## config.mk

```make
export PLATFORM = sky130hd
export DESIGN_NAME = imem_arbiter_flat
export DESIGN_NICKNAME = d
export VERILOG_FILES = /design/src/rtl/rv_pkg.sv /design/src/rtl/imem_bus_if.sv /design/src/rtl/imem_arbiter.sv /design/src/flat_wrapper.sv
export SDC_FILE = /design/constraint.sdc
export NUM_CORES = 1
export LEC_CHECK = 0
export BUFFER_PORTS_ARGS = -buffer_cell sky130_fd_sc_hd__buf_2
export CAP_MARGIN = 20
export CORE_AREA = 2 2 88 90
export DETAILED_ROUTE_END_ITERATION = 7
export DIE_AREA = 0 0 90 92
export SETUP_SLACK_MARGIN = 0.02
export SYNTH_ARGS = -nofsm -noshare
export SYNTH_HDL_FRONTEND = slang
export SYNTH_SLANG_ARGS = --single-unit
```

## constraint.sdc

```tcl
create_clock -name vclk -period 0.9
set_input_delay 0.18 -clock vclk [all_inputs]
set_output_delay 0.18 -clock vclk [all_outputs]
set_load 0.01 [all_outputs]
```

## src/rtl/rv_pkg.sv

```systemverilog
package rv_pkg;

	// ------------------------------------------------------------------
	// widths and basic types
	// ------------------------------------------------------------------
	localparam int XLEN = 32;
	localparam int REG_ADDR_W = 5;
	// instruction memory is word addressed
	localparam int PC_W = 8;
	localparam int IMEM_DEPTH = 1 << PC_W;

	typedef logic [XLEN-1:0] word_t;
	typedef logic [REG_ADDR_W-1:0] reg_addr_t;
	typedef logic [PC_W-1:0] pc_t;

	// ------------------------------------------------------------------
	// opcodes and funct3 codes of the supported subset
	// ------------------------------------------------------------------
	localparam logic [6:0] OPC_OP = 7'b0110011;
	localparam logic [6:0] OPC_OP_IMM = 7'b0010011;
	localparam logic [6:0] OPC_LUI = 7'b0110111;

	localparam logic [2:0] F3_ADD_SUB = 3'b000;
	localparam logic [2:0] F3_SLL = 3'b001;
	localparam logic [2:0] F3_SLT = 3'b010;
	localparam logic [2:0] F3_SLTU = 3'b011;
	localparam logic [2:0] F3_XOR = 3'b100;
	localparam logic [2:0] F3_SRL_SRA = 3'b101;
	localparam logic [2:0] F3_OR = 3'b110;
	localparam logic [2:0] F3_AND = 3'b111;

	// alu operation, pass_b serves lui
	typedef enum logic [3:0] {
		alu_add, alu_sub, alu_sll, alu_slt, alu_sltu, alu_xor,
		alu_srl, alu_sra, alu_or, alu_and, alu_pass_b
	} alu_op_e;

	// controller state, one instruction walks fetch .. writeback
	typedef enum logic [2:0] {
		st_idle, st_fetch, st_fetch_wait, st_decode,
		st_read, st_execute, st_writeback, st_halted
	} ctrl_state_e;

endpackage
```

## src/rtl/imem_bus_if.sv

```systemverilog
`timescale 1ns/1ns

interface imem_bus_if import rv_pkg::*; ();
	// req is a plain strobe, held until gnt is seen
	logic req;
	logic gnt;
	logic we;
	pc_t addr;
	word_t wdata;
	// valid one cycle after a granted read
	word_t rdata;

	// requester side
	modport master (output req, output we, output addr, output wdata, input gnt, input rdata);
	// arbiter side facing a requester
	modport arb (input req, input we, input addr, input wdata, output gnt, output rdata);
	// memory side, memory never stalls so it has no gnt
	modport mem (input req, input we, input addr, input wdata, output rdata);

endinterface

```

## src/rtl/imem_arbiter.sv

```systemverilog
`timescale 1ns/1ns

module imem_arbiter import rv_pkg::*; (
	imem_bus_if.arb load_bus,
	imem_bus_if.arb fetch_bus,
	imem_bus_if.master mem_bus
);

	// loader has fixed priority over fetch
	logic load_sel;
	pc_t sel_addr;
	word_t sel_wdata;

	assign load_sel = load_bus.req;

	// request path toward the memory
	assign sel_addr = load_sel ? load_bus.addr : fetch_bus.addr;
	assign sel_wdata = load_sel ? load_bus.wdata : fetch_bus.wdata;

	assign mem_bus.req = load_bus.req | fetch_bus.req;
	assign mem_bus.we = load_sel ? load_bus.we : fetch_bus.we;
	assign mem_bus.addr = sel_addr;
	assign mem_bus.wdata = sel_wdata;

	// grants, fetch only when the loader is quiet
	assign load_bus.gnt = load_bus.req & mem_bus.gnt;
	assign fetch_bus.gnt = fetch_bus.req & ~load_bus.req & mem_bus.gnt;

	// read data goes back to both peers, only the reader looks at it
	assign load_bus.rdata = mem_bus.rdata;
	assign fetch_bus.rdata = mem_bus.rdata;

endmodule

```

## src/flat_wrapper.sv

```systemverilog
// flat-port wrapper written by rule: the top's interface ports become plain ports
module imem_arbiter_flat import rv_pkg::*;
  (load_bus_req, load_bus_we, load_bus_addr, load_bus_wdata, load_bus_gnt, load_bus_rdata, fetch_bus_req, fetch_bus_we, fetch_bus_addr, fetch_bus_wdata, fetch_bus_gnt, fetch_bus_rdata, mem_bus_req, mem_bus_we, mem_bus_addr, mem_bus_wdata, mem_bus_gnt, mem_bus_rdata);
  imem_bus_if load_bus_i ();
  imem_bus_if fetch_bus_i ();
  imem_bus_if mem_bus_i ();
  input wire logic [$bits(load_bus_i.req)-1:0] load_bus_req;
  input wire logic [$bits(load_bus_i.we)-1:0] load_bus_we;
  input wire logic [$bits(load_bus_i.addr)-1:0] load_bus_addr;
  input wire logic [$bits(load_bus_i.wdata)-1:0] load_bus_wdata;
  output wire logic [$bits(load_bus_i.gnt)-1:0] load_bus_gnt;
  output wire logic [$bits(load_bus_i.rdata)-1:0] load_bus_rdata;
  input wire logic [$bits(fetch_bus_i.req)-1:0] fetch_bus_req;
  input wire logic [$bits(fetch_bus_i.we)-1:0] fetch_bus_we;
  input wire logic [$bits(fetch_bus_i.addr)-1:0] fetch_bus_addr;
  input wire logic [$bits(fetch_bus_i.wdata)-1:0] fetch_bus_wdata;
  output wire logic [$bits(fetch_bus_i.gnt)-1:0] fetch_bus_gnt;
  output wire logic [$bits(fetch_bus_i.rdata)-1:0] fetch_bus_rdata;
  output wire logic [$bits(mem_bus_i.req)-1:0] mem_bus_req;
  output wire logic [$bits(mem_bus_i.we)-1:0] mem_bus_we;
  output wire logic [$bits(mem_bus_i.addr)-1:0] mem_bus_addr;
  output wire logic [$bits(mem_bus_i.wdata)-1:0] mem_bus_wdata;
  input wire logic [$bits(mem_bus_i.gnt)-1:0] mem_bus_gnt;
  input wire logic [$bits(mem_bus_i.rdata)-1:0] mem_bus_rdata;
  assign load_bus_i.req = load_bus_req;
  assign load_bus_i.we = load_bus_we;
  assign load_bus_i.addr = load_bus_addr;
  assign load_bus_i.wdata = load_bus_wdata;
  assign load_bus_gnt = load_bus_i.gnt;
  assign load_bus_rdata = load_bus_i.rdata;
  assign fetch_bus_i.req = fetch_bus_req;
  assign fetch_bus_i.we = fetch_bus_we;
  assign fetch_bus_i.addr = fetch_bus_addr;
  assign fetch_bus_i.wdata = fetch_bus_wdata;
  assign fetch_bus_gnt = fetch_bus_i.gnt;
  assign fetch_bus_rdata = fetch_bus_i.rdata;
  assign mem_bus_req = mem_bus_i.req;
  assign mem_bus_we = mem_bus_i.we;
  assign mem_bus_addr = mem_bus_i.addr;
  assign mem_bus_wdata = mem_bus_i.wdata;
  assign mem_bus_i.gnt = mem_bus_gnt;
  assign mem_bus_i.rdata = mem_bus_rdata;
  imem_arbiter u_core (.load_bus(load_bus_i), .fetch_bus(fetch_bus_i), .mem_bus(mem_bus_i));
endmodule
```

**After elaboration in Yosys (flattened, before gate mapping)**

Cells that the tools add are included.

- Flip-flop bits (word level): 0
- Latch bits: 0
- RAM bits: 0
- Bits in read-only memories: 0
- Input port bits: 117
- Output and inout port bits: 108
- Word-level logic and storage cells: 8
- Memories kept: 0

- Add/sub/neg operators: 0
- Multipliers: 0
- Divide/modulo/power cells: 0
- Magnitude comparators: 0
- Eq/ne operators: 0
- Shift operators: 0
- Muxes and demuxes: 3
- Bitwise logic cells: 5
- Reductions and logical operators: 0

Operators with widths:

| cell | number |
|---|---|
| $mux W32 | 1 |
| $mux W8 | 1 |
| $and A1 B1 Y1 | 3 |
| $mux W1 | 1 |
| $not A1 Y1 | 1 |
| $or A1 B1 Y1 | 1 |

**Logic depth before layout (Yosys ltp)**

Gate-level depths: netlist of run 1.

- Depth in word-level cells: 3
- Depth in mapped cells: 3
- Mapped depth without buffers: 1

**Worst setup path before layout of run 1**

No wires, ideal clock.

- Path kind: input-to-output
- Start point: input load_bus_req
- End point: output mem_bus_addr[7]
- Arrival: 0.771 ns
- Required time: 0.720 ns
- Slack: -0.051 ns
- Cell stages on the path: 3
- Buffers on the path: 2
- Cell sequence: buf_6 buf_12 mux2_4

- Word-level cells in the longest chain between the ends: 1

RTL lines:

| element | line | RTL |
|---|---|---|
| from (decl) | flat_wrapper.sv:7 | `input wire logic [$bits(load_bus_i.req)-1:0] load_bus_req;` |
| $mux W8 | imem_arbiter.sv:17 | `assign sel_addr = load_sel ? load_bus.addr : fetch_bus.addr;` |
| to (decl) | flat_wrapper.sv:21 | `output wire logic [$bits(mem_bus_i.addr)-1:0] mem_bus_addr;` |

Every way passes these cells.

**Worst setup path after layout of run 1**

- Start point: input load_bus_req
- End point: output mem_bus_wdata[4]

- Word-level cells in the longest chain between the ends: 1

RTL lines:

| element | line | RTL |
|---|---|---|
| $mux W32 | imem_arbiter.sv:18 | `assign sel_wdata = load_sel ? load_bus.wdata : fetch_bus.wdata;` |
| to (decl) | flat_wrapper.sv:22 | `output wire logic [$bits(mem_bus_i.wdata)-1:0] mem_bus_wdata;` |

Every way passes these cells.

==> results of run 1 <==
-- repair_timing --
item                       in CTS  in global routing
hold buffers                    0                  0
pin swaps                       1                  0
resized for setup              65                  2
cloned                          4                  0
setup endpoints to repair      44                 44
-- cell type report --
type,instances,area share
multi-input combinational,44,0.3457
timing repair buffer,135,0.5856
tap,102,0.06873
-- logic make-up (layout without fill, tap and decap cells) --
family | after synthesis | count (layout) | share of synthesized area
buffers and inverters | 69 | 135 | 0.4768
muxes | 41 | 41 | 0.5053
and+or+nand+nor | 3 | 3 | 0.01790
-- cells in the mapped netlist --
cell type / n / share of area
buf_12: 3 / 0.051
or2_2: 1 / 0.0053
mux2_4: 37 / 0.47
and3b_1: 1 / 0.0074
and2_1: 1 / 0.0053
mux2_2: 4 / 0.038
buf_8: 1 / 0.013
buf_6: 1 / 0.0095
buf_4: 64 / 0.40
-- routing by layer --
metal | share of wire | GRT usage
met2 | 0.49 | 0.1347
met5 | 0 | 0
met4 | 0.032 | 0.02949
met1 | 0.35 | 0.08581
met3 | 0.13 | 0.01972
-- power groups by stage --
stage	sequential (µW)	combinational, µW	clock, µW
2_1_floorplan	0	713	0
3_3_place_gp	0	722	0
3_5_place_dp	0	732	0
4_1_cts	0	1040	0
5_1_grt	0	1090	0
6_report	0	1030	0
-- final timing paths --
path              start  depth (start not counted)                  end
max        load_bus_req                          4     mem_bus_wdata[4]
min   mem_bus_rdata[22]                          0  fetch_bus_rdata[22]
-- metrics by stage --
| step | TNS, ns | std cells | instance area (µm²) | setup WS (ns) | util |
|---|---|---|---|---|---|
| after floorplan | -1.099 | 113 | 1200 | -0.03043 | - |
| after global placement | -11.69 | 277 | 1425 | -0.2884 | 0.1914 |
| after detailed placement | -12.35 | 277 | 1425 | -0.3130 | 0.1914 |
| after CTS | -7.823 | 281 | 1848 | -0.2047 | 0.2482 |
| after global routing | -8.249 | 281 | 1857 | -0.2176 | 0.2493 |
| final | -7.302 | 281 | 1857 | -0.1905 | 0.2493 |
==> metrics.md, run 1 <==
| Metric | Value |
|---|---|
| Clock share of power | `0` |
| Antenna cell count | `0` |
| Max-slew violations | `0` |
| Max Cap Viol | `0` |
| Final net count | `298` |
| Total grt overflow | `0` |
| Worst min-delay path class | `primary input to output pin` |
| Internal power | `690.5 µW` |
| Die Height | `92 µm` |
| Critical Path AT | `0.91 ns` |
| Final Cycle Share | `1.212` |
| Area growth syn-to-layout | `56.21%` |
| Final Hold Viols | `0` |
| Tot GR Track Use | `0.07546` |
| Crit path max fanout | `8` |
| I/O pin total | `225` |
| First-pass GRT wire length | `5119 µm` |
| Setup crit start kind | `primary input` |
| Crit Path Category | `primary input to output pin` |
| Starting density of the core | `0.1596` |
| Full die area | `0.008280 mm²` |
| Net Sw Power | `339.3 µW` |
| Worst vdd ir | `0.2075 mV` |
| DRC Markers | `0` |
| Core area | `0.007447 mm²` |
| Average via count per standard cell | `3.484` |
| Crit path cell chain | `buf_16, buf_16, mux2_4, buf_6` |
| Mapped cell area | `0.001189 mm²` |
| F_max | `0.9170 GHz` |
| Syn_nets | `230` |
| CP Capture Type | `output pin` |
| WP buf/inv | `3` |
| Pre-antenna DRT Iters | `4` |
| RSZ-0062 raised after global routing | `yes` |
| Die X | `90 µm` |
| Post-detail-place hpwl | `2557 µm` |
| Slowest stage cell, crit path | `mux2_4` |
| Flop pwr share | `0` |
| Antenna violations before repair | `0` |
| Delay-heaviest family, CP | `buffers and inverters` |
| Drt total wl | `3585 µm` |
| Final setup margin | `-0.1905 ns` |
| Leakage dissipation | `0.001030 µW` |
| Largest net degree at the start of global routing | `9` |
| Commonest non-fill, non-tap cell in the layout | `buf_2` |
| RePlAce Congestion | `0.6455` |
| Vias in the first global route | `1,031` |
| Yosys cell types | `9` |
| Outcome | `finished, violations left` |
| Highest-count cells in the layout ignoring fill and taps | `buf_2, buf_6, mux2_4` |
| Floorplan row count | `32` |
| Syn avg cell area | `10.52 µm²` |
| Clock buf count | `0` |
| Hold_ws | `0.3600 ns` |
| Synth Warn # | `0` |
| Worst-Margin Slew | `0.08275 ns` |
| Total design power | `1030 µW` |
| Pwr Density | `554.6 mW/mm²` |
| IO Port Bufs | `129` |
| FF/Latch Area | `0 µm²` |
| Logic pwr share | `1.000` |
| Critical path required time | `0.72 ns` |
| Sw frac | `0.3295` |
| Via count | `979` |
| Seq/Total Area, Yosys | `0` |
| Layout cells sized above 1 | `0.9944` |
| Final setup vio count | `43` |
| Synth Instances | `113` |
| Routed len/inst | `12.76 µm` |
| Failing checks | `negative setup slack` |
| Post-route ant nets | `0` |
| DRT iter0 DRCs | `7` |
| Sequential cells | `0` |
| Multi-input logic area | `641.9 µm²` |
| Rel. slew slack | `0.9448` |
| Crit-path max cell delay | `0.30 ns` |
| Postcts setup bufs | `0` |
| Fill cell count | `818` |
| CP most frequent cell | `buf_16` |
| Period minus WS final | `1.091 ns` |
No activity file was read; power rests on OpenSTA's default activity.
==> run 2, diff against run 1 <==
Settings changed: BUFFER_PORTS_ARGS -buffer_cell sky130_fd_sc_hd__buf_2 to unset, CORE_AREA 2 2 88 90 to 4 4 86 88, DONT_BUFFER_PORTS set to 1.
==> run 2 against run 1 <==
  * Largest cell class is now multi-input combinational cells
  * Combinational power shrank 65%
  * Critical endpoint is now mem_bus_we
  * Highest routed layer unchanged
  * Core utilization decreased by 14 points
  * The flow now finishes without violations
  * Worst setup slack gained 0.36 ns
==> metrics.md, run 2 (synthesized netlist as in run 1, its figures left out) <==
| Metric | Value |
|---|---|
| Outcome | `complete, no violations` |
| Sw frac | `0.3860` |
| Highest-count cells in the layout ignoring fill and taps | `mux2_4, mux2_2, or2_4, and2_1, and3b_1` |
| Postcts setup bufs | `0` |
| DRC Markers | `0` |
| Antenna cell count | `0` |
| Logic pwr share | `1.000` |
| Net Sw Power | `138.4 µW` |
| Crit path cell chain | `mux2_2` |
| Max Cap Viol | `0` |
| Final setup vio count | `0` |
| Crit-path max cell delay | `0.36 ns` |
| Floorplan row count | `30` |
| Layout cells sized above 1 | `0.9545` |
| Flop pwr share | `0` |
| WP buf/inv | `0` |
| Leakage dissipation | `0.0003325 µW` |
| Hold_buf cts | `0` |
| Sequential cells | `0` |
| First-pass GRT wire length | `3215 µm` |
| Hold_ws | `0.3600 ns` |
| DRT iter0 DRCs | `3` |
| Final Hold Viols | `0` |
| Rel. slew slack | `0.9206` |
| Clock buf count | `0` |
| Largest net degree at the start of global routing | `45` |
| Clock share of power | `0` |
| Slowest stage cell, crit path | `mux2_2` |
| Area growth syn-to-layout | `-39.05%` |
| Total grt overflow | `0` |
| Worst vdd ir | `0.07544 mV` |
| Pwr Density | `494.9 mW/mm²` |
| Core area | `0.006644 mm²` |
| Placed instance count | `124` |
| CP Capture Type | `output pin` |
| Critical path required time | `0.72 ns` |
| Worst min-delay path class | `primary input to output pin` |
| IO Port Bufs | `0` |
| Pre-antenna DRT Iters | `2` |
| Critical Path AT | `0.55 ns` |
| Antenna violations before repair | `0` |
| Commonest non-fill, non-tap cell in the layout | `mux2_4` |
| Routed len/inst | `19.92 µm` |
| Post-route ant nets | `0` |
| Post-route insts no fill | `124` |
| Period minus WS final | `0.7336 ns` |
| RSZ-0062 raised after global routing | `no` |
| Full die area | `0.008280 mm²` |
| Via count | `450` |
| Crit path max fanout | `44` |
| Setup crit start kind | `primary input` |
| Delay-heaviest family, CP | `multiplexers` |
| F_max | `1.363 GHz` |
| Max-slew violations | `0` |
| RePlAce Congestion | `0.5643` |
| Worst-Margin Slew | `0.1196 ns` |
| Die X | `90 µm` |
| I/O pin total | `225` |
| Starting density of the core | `0.1789` |
| Tot GR Track Use | `0.04736` |
| Resized Gates After CTS | `0` |
| Die Height | `92 µm` |
| FF/Latch Area | `0 µm²` |
| Final net count | `163` |
| Internal power | `220.1 µW` |
| Final Cycle Share | `0.8151` |
| Crit Path Category | `primary input to output pin` |
| Average via count per standard cell | `3.629` |
| Drt total wl | `2470 µm` |
| Vias in the first global route | `491` |
run 2: changes by cell type in the layout (fill, tap and decap cells not counted), moves of 2 or more:
cell	delta
mux2_4	-4
buf_16	-5
buf_6	-43
buf_2	-85
mux2_2	+4
buf_12	-2
run 2: cell type report:
cell class                 instances  area, µm²
fill                             737       5919
multi-input combinational         44      624.3
tap                               80      100.1
run 2: path summary, 6_finish.rpt:
path	from	to	slack [ns]	depth (start not counted)
worst max-delay path	load_bus_req	mem_bus_we	0.17	1
worst min-delay path	mem_bus_rdata[10]	fetch_bus_rdata[10]	0.36	0
run 2: metal layers:
| metal | share of wire | track usage | wire length (µm) |
|---|---|---|---|
| met1 | 0.26 | 0.04510 | 653 |
| met2 | 0.52 | 0.08214 | 1291 |
| met3 | 0.18 | 0.02871 | 448 |
| met4 | 0.031 | 0.02041 | 76 |
| met5 | 0 | 0 | 0 |
run 2: power groups by stage:
stage / clock, µW / combinational, µW / sequential, µW
after floorplan: 0 / 713 / 0
after global placement: 0 / 368 / 0
after detailed placement: 0 / 368 / 0
after CTS: 0 / 369 / 0
after global routing: 0 / 374 / 0
final: 0 / 359 / 0
run 2: metrics by stage:
step	util	total power, µW	TNS (ns)	worst slack (ns)	cell area, µm²
4_1_cts	0.1090	368.5	0	0.1800	724.4
6_report	0.1090	358.5	0	0.1664	724.4
3_5_place_dp	0.1090	367.6	0	0.1795	724.4
3_3_place_gp	0.1090	368.2	0	0.1820	724.4
5_1_grt	0.1090	374.4	0	0.1709	724.4
2_1_floorplan	-	713.0	-1.099	-0.03043	1200
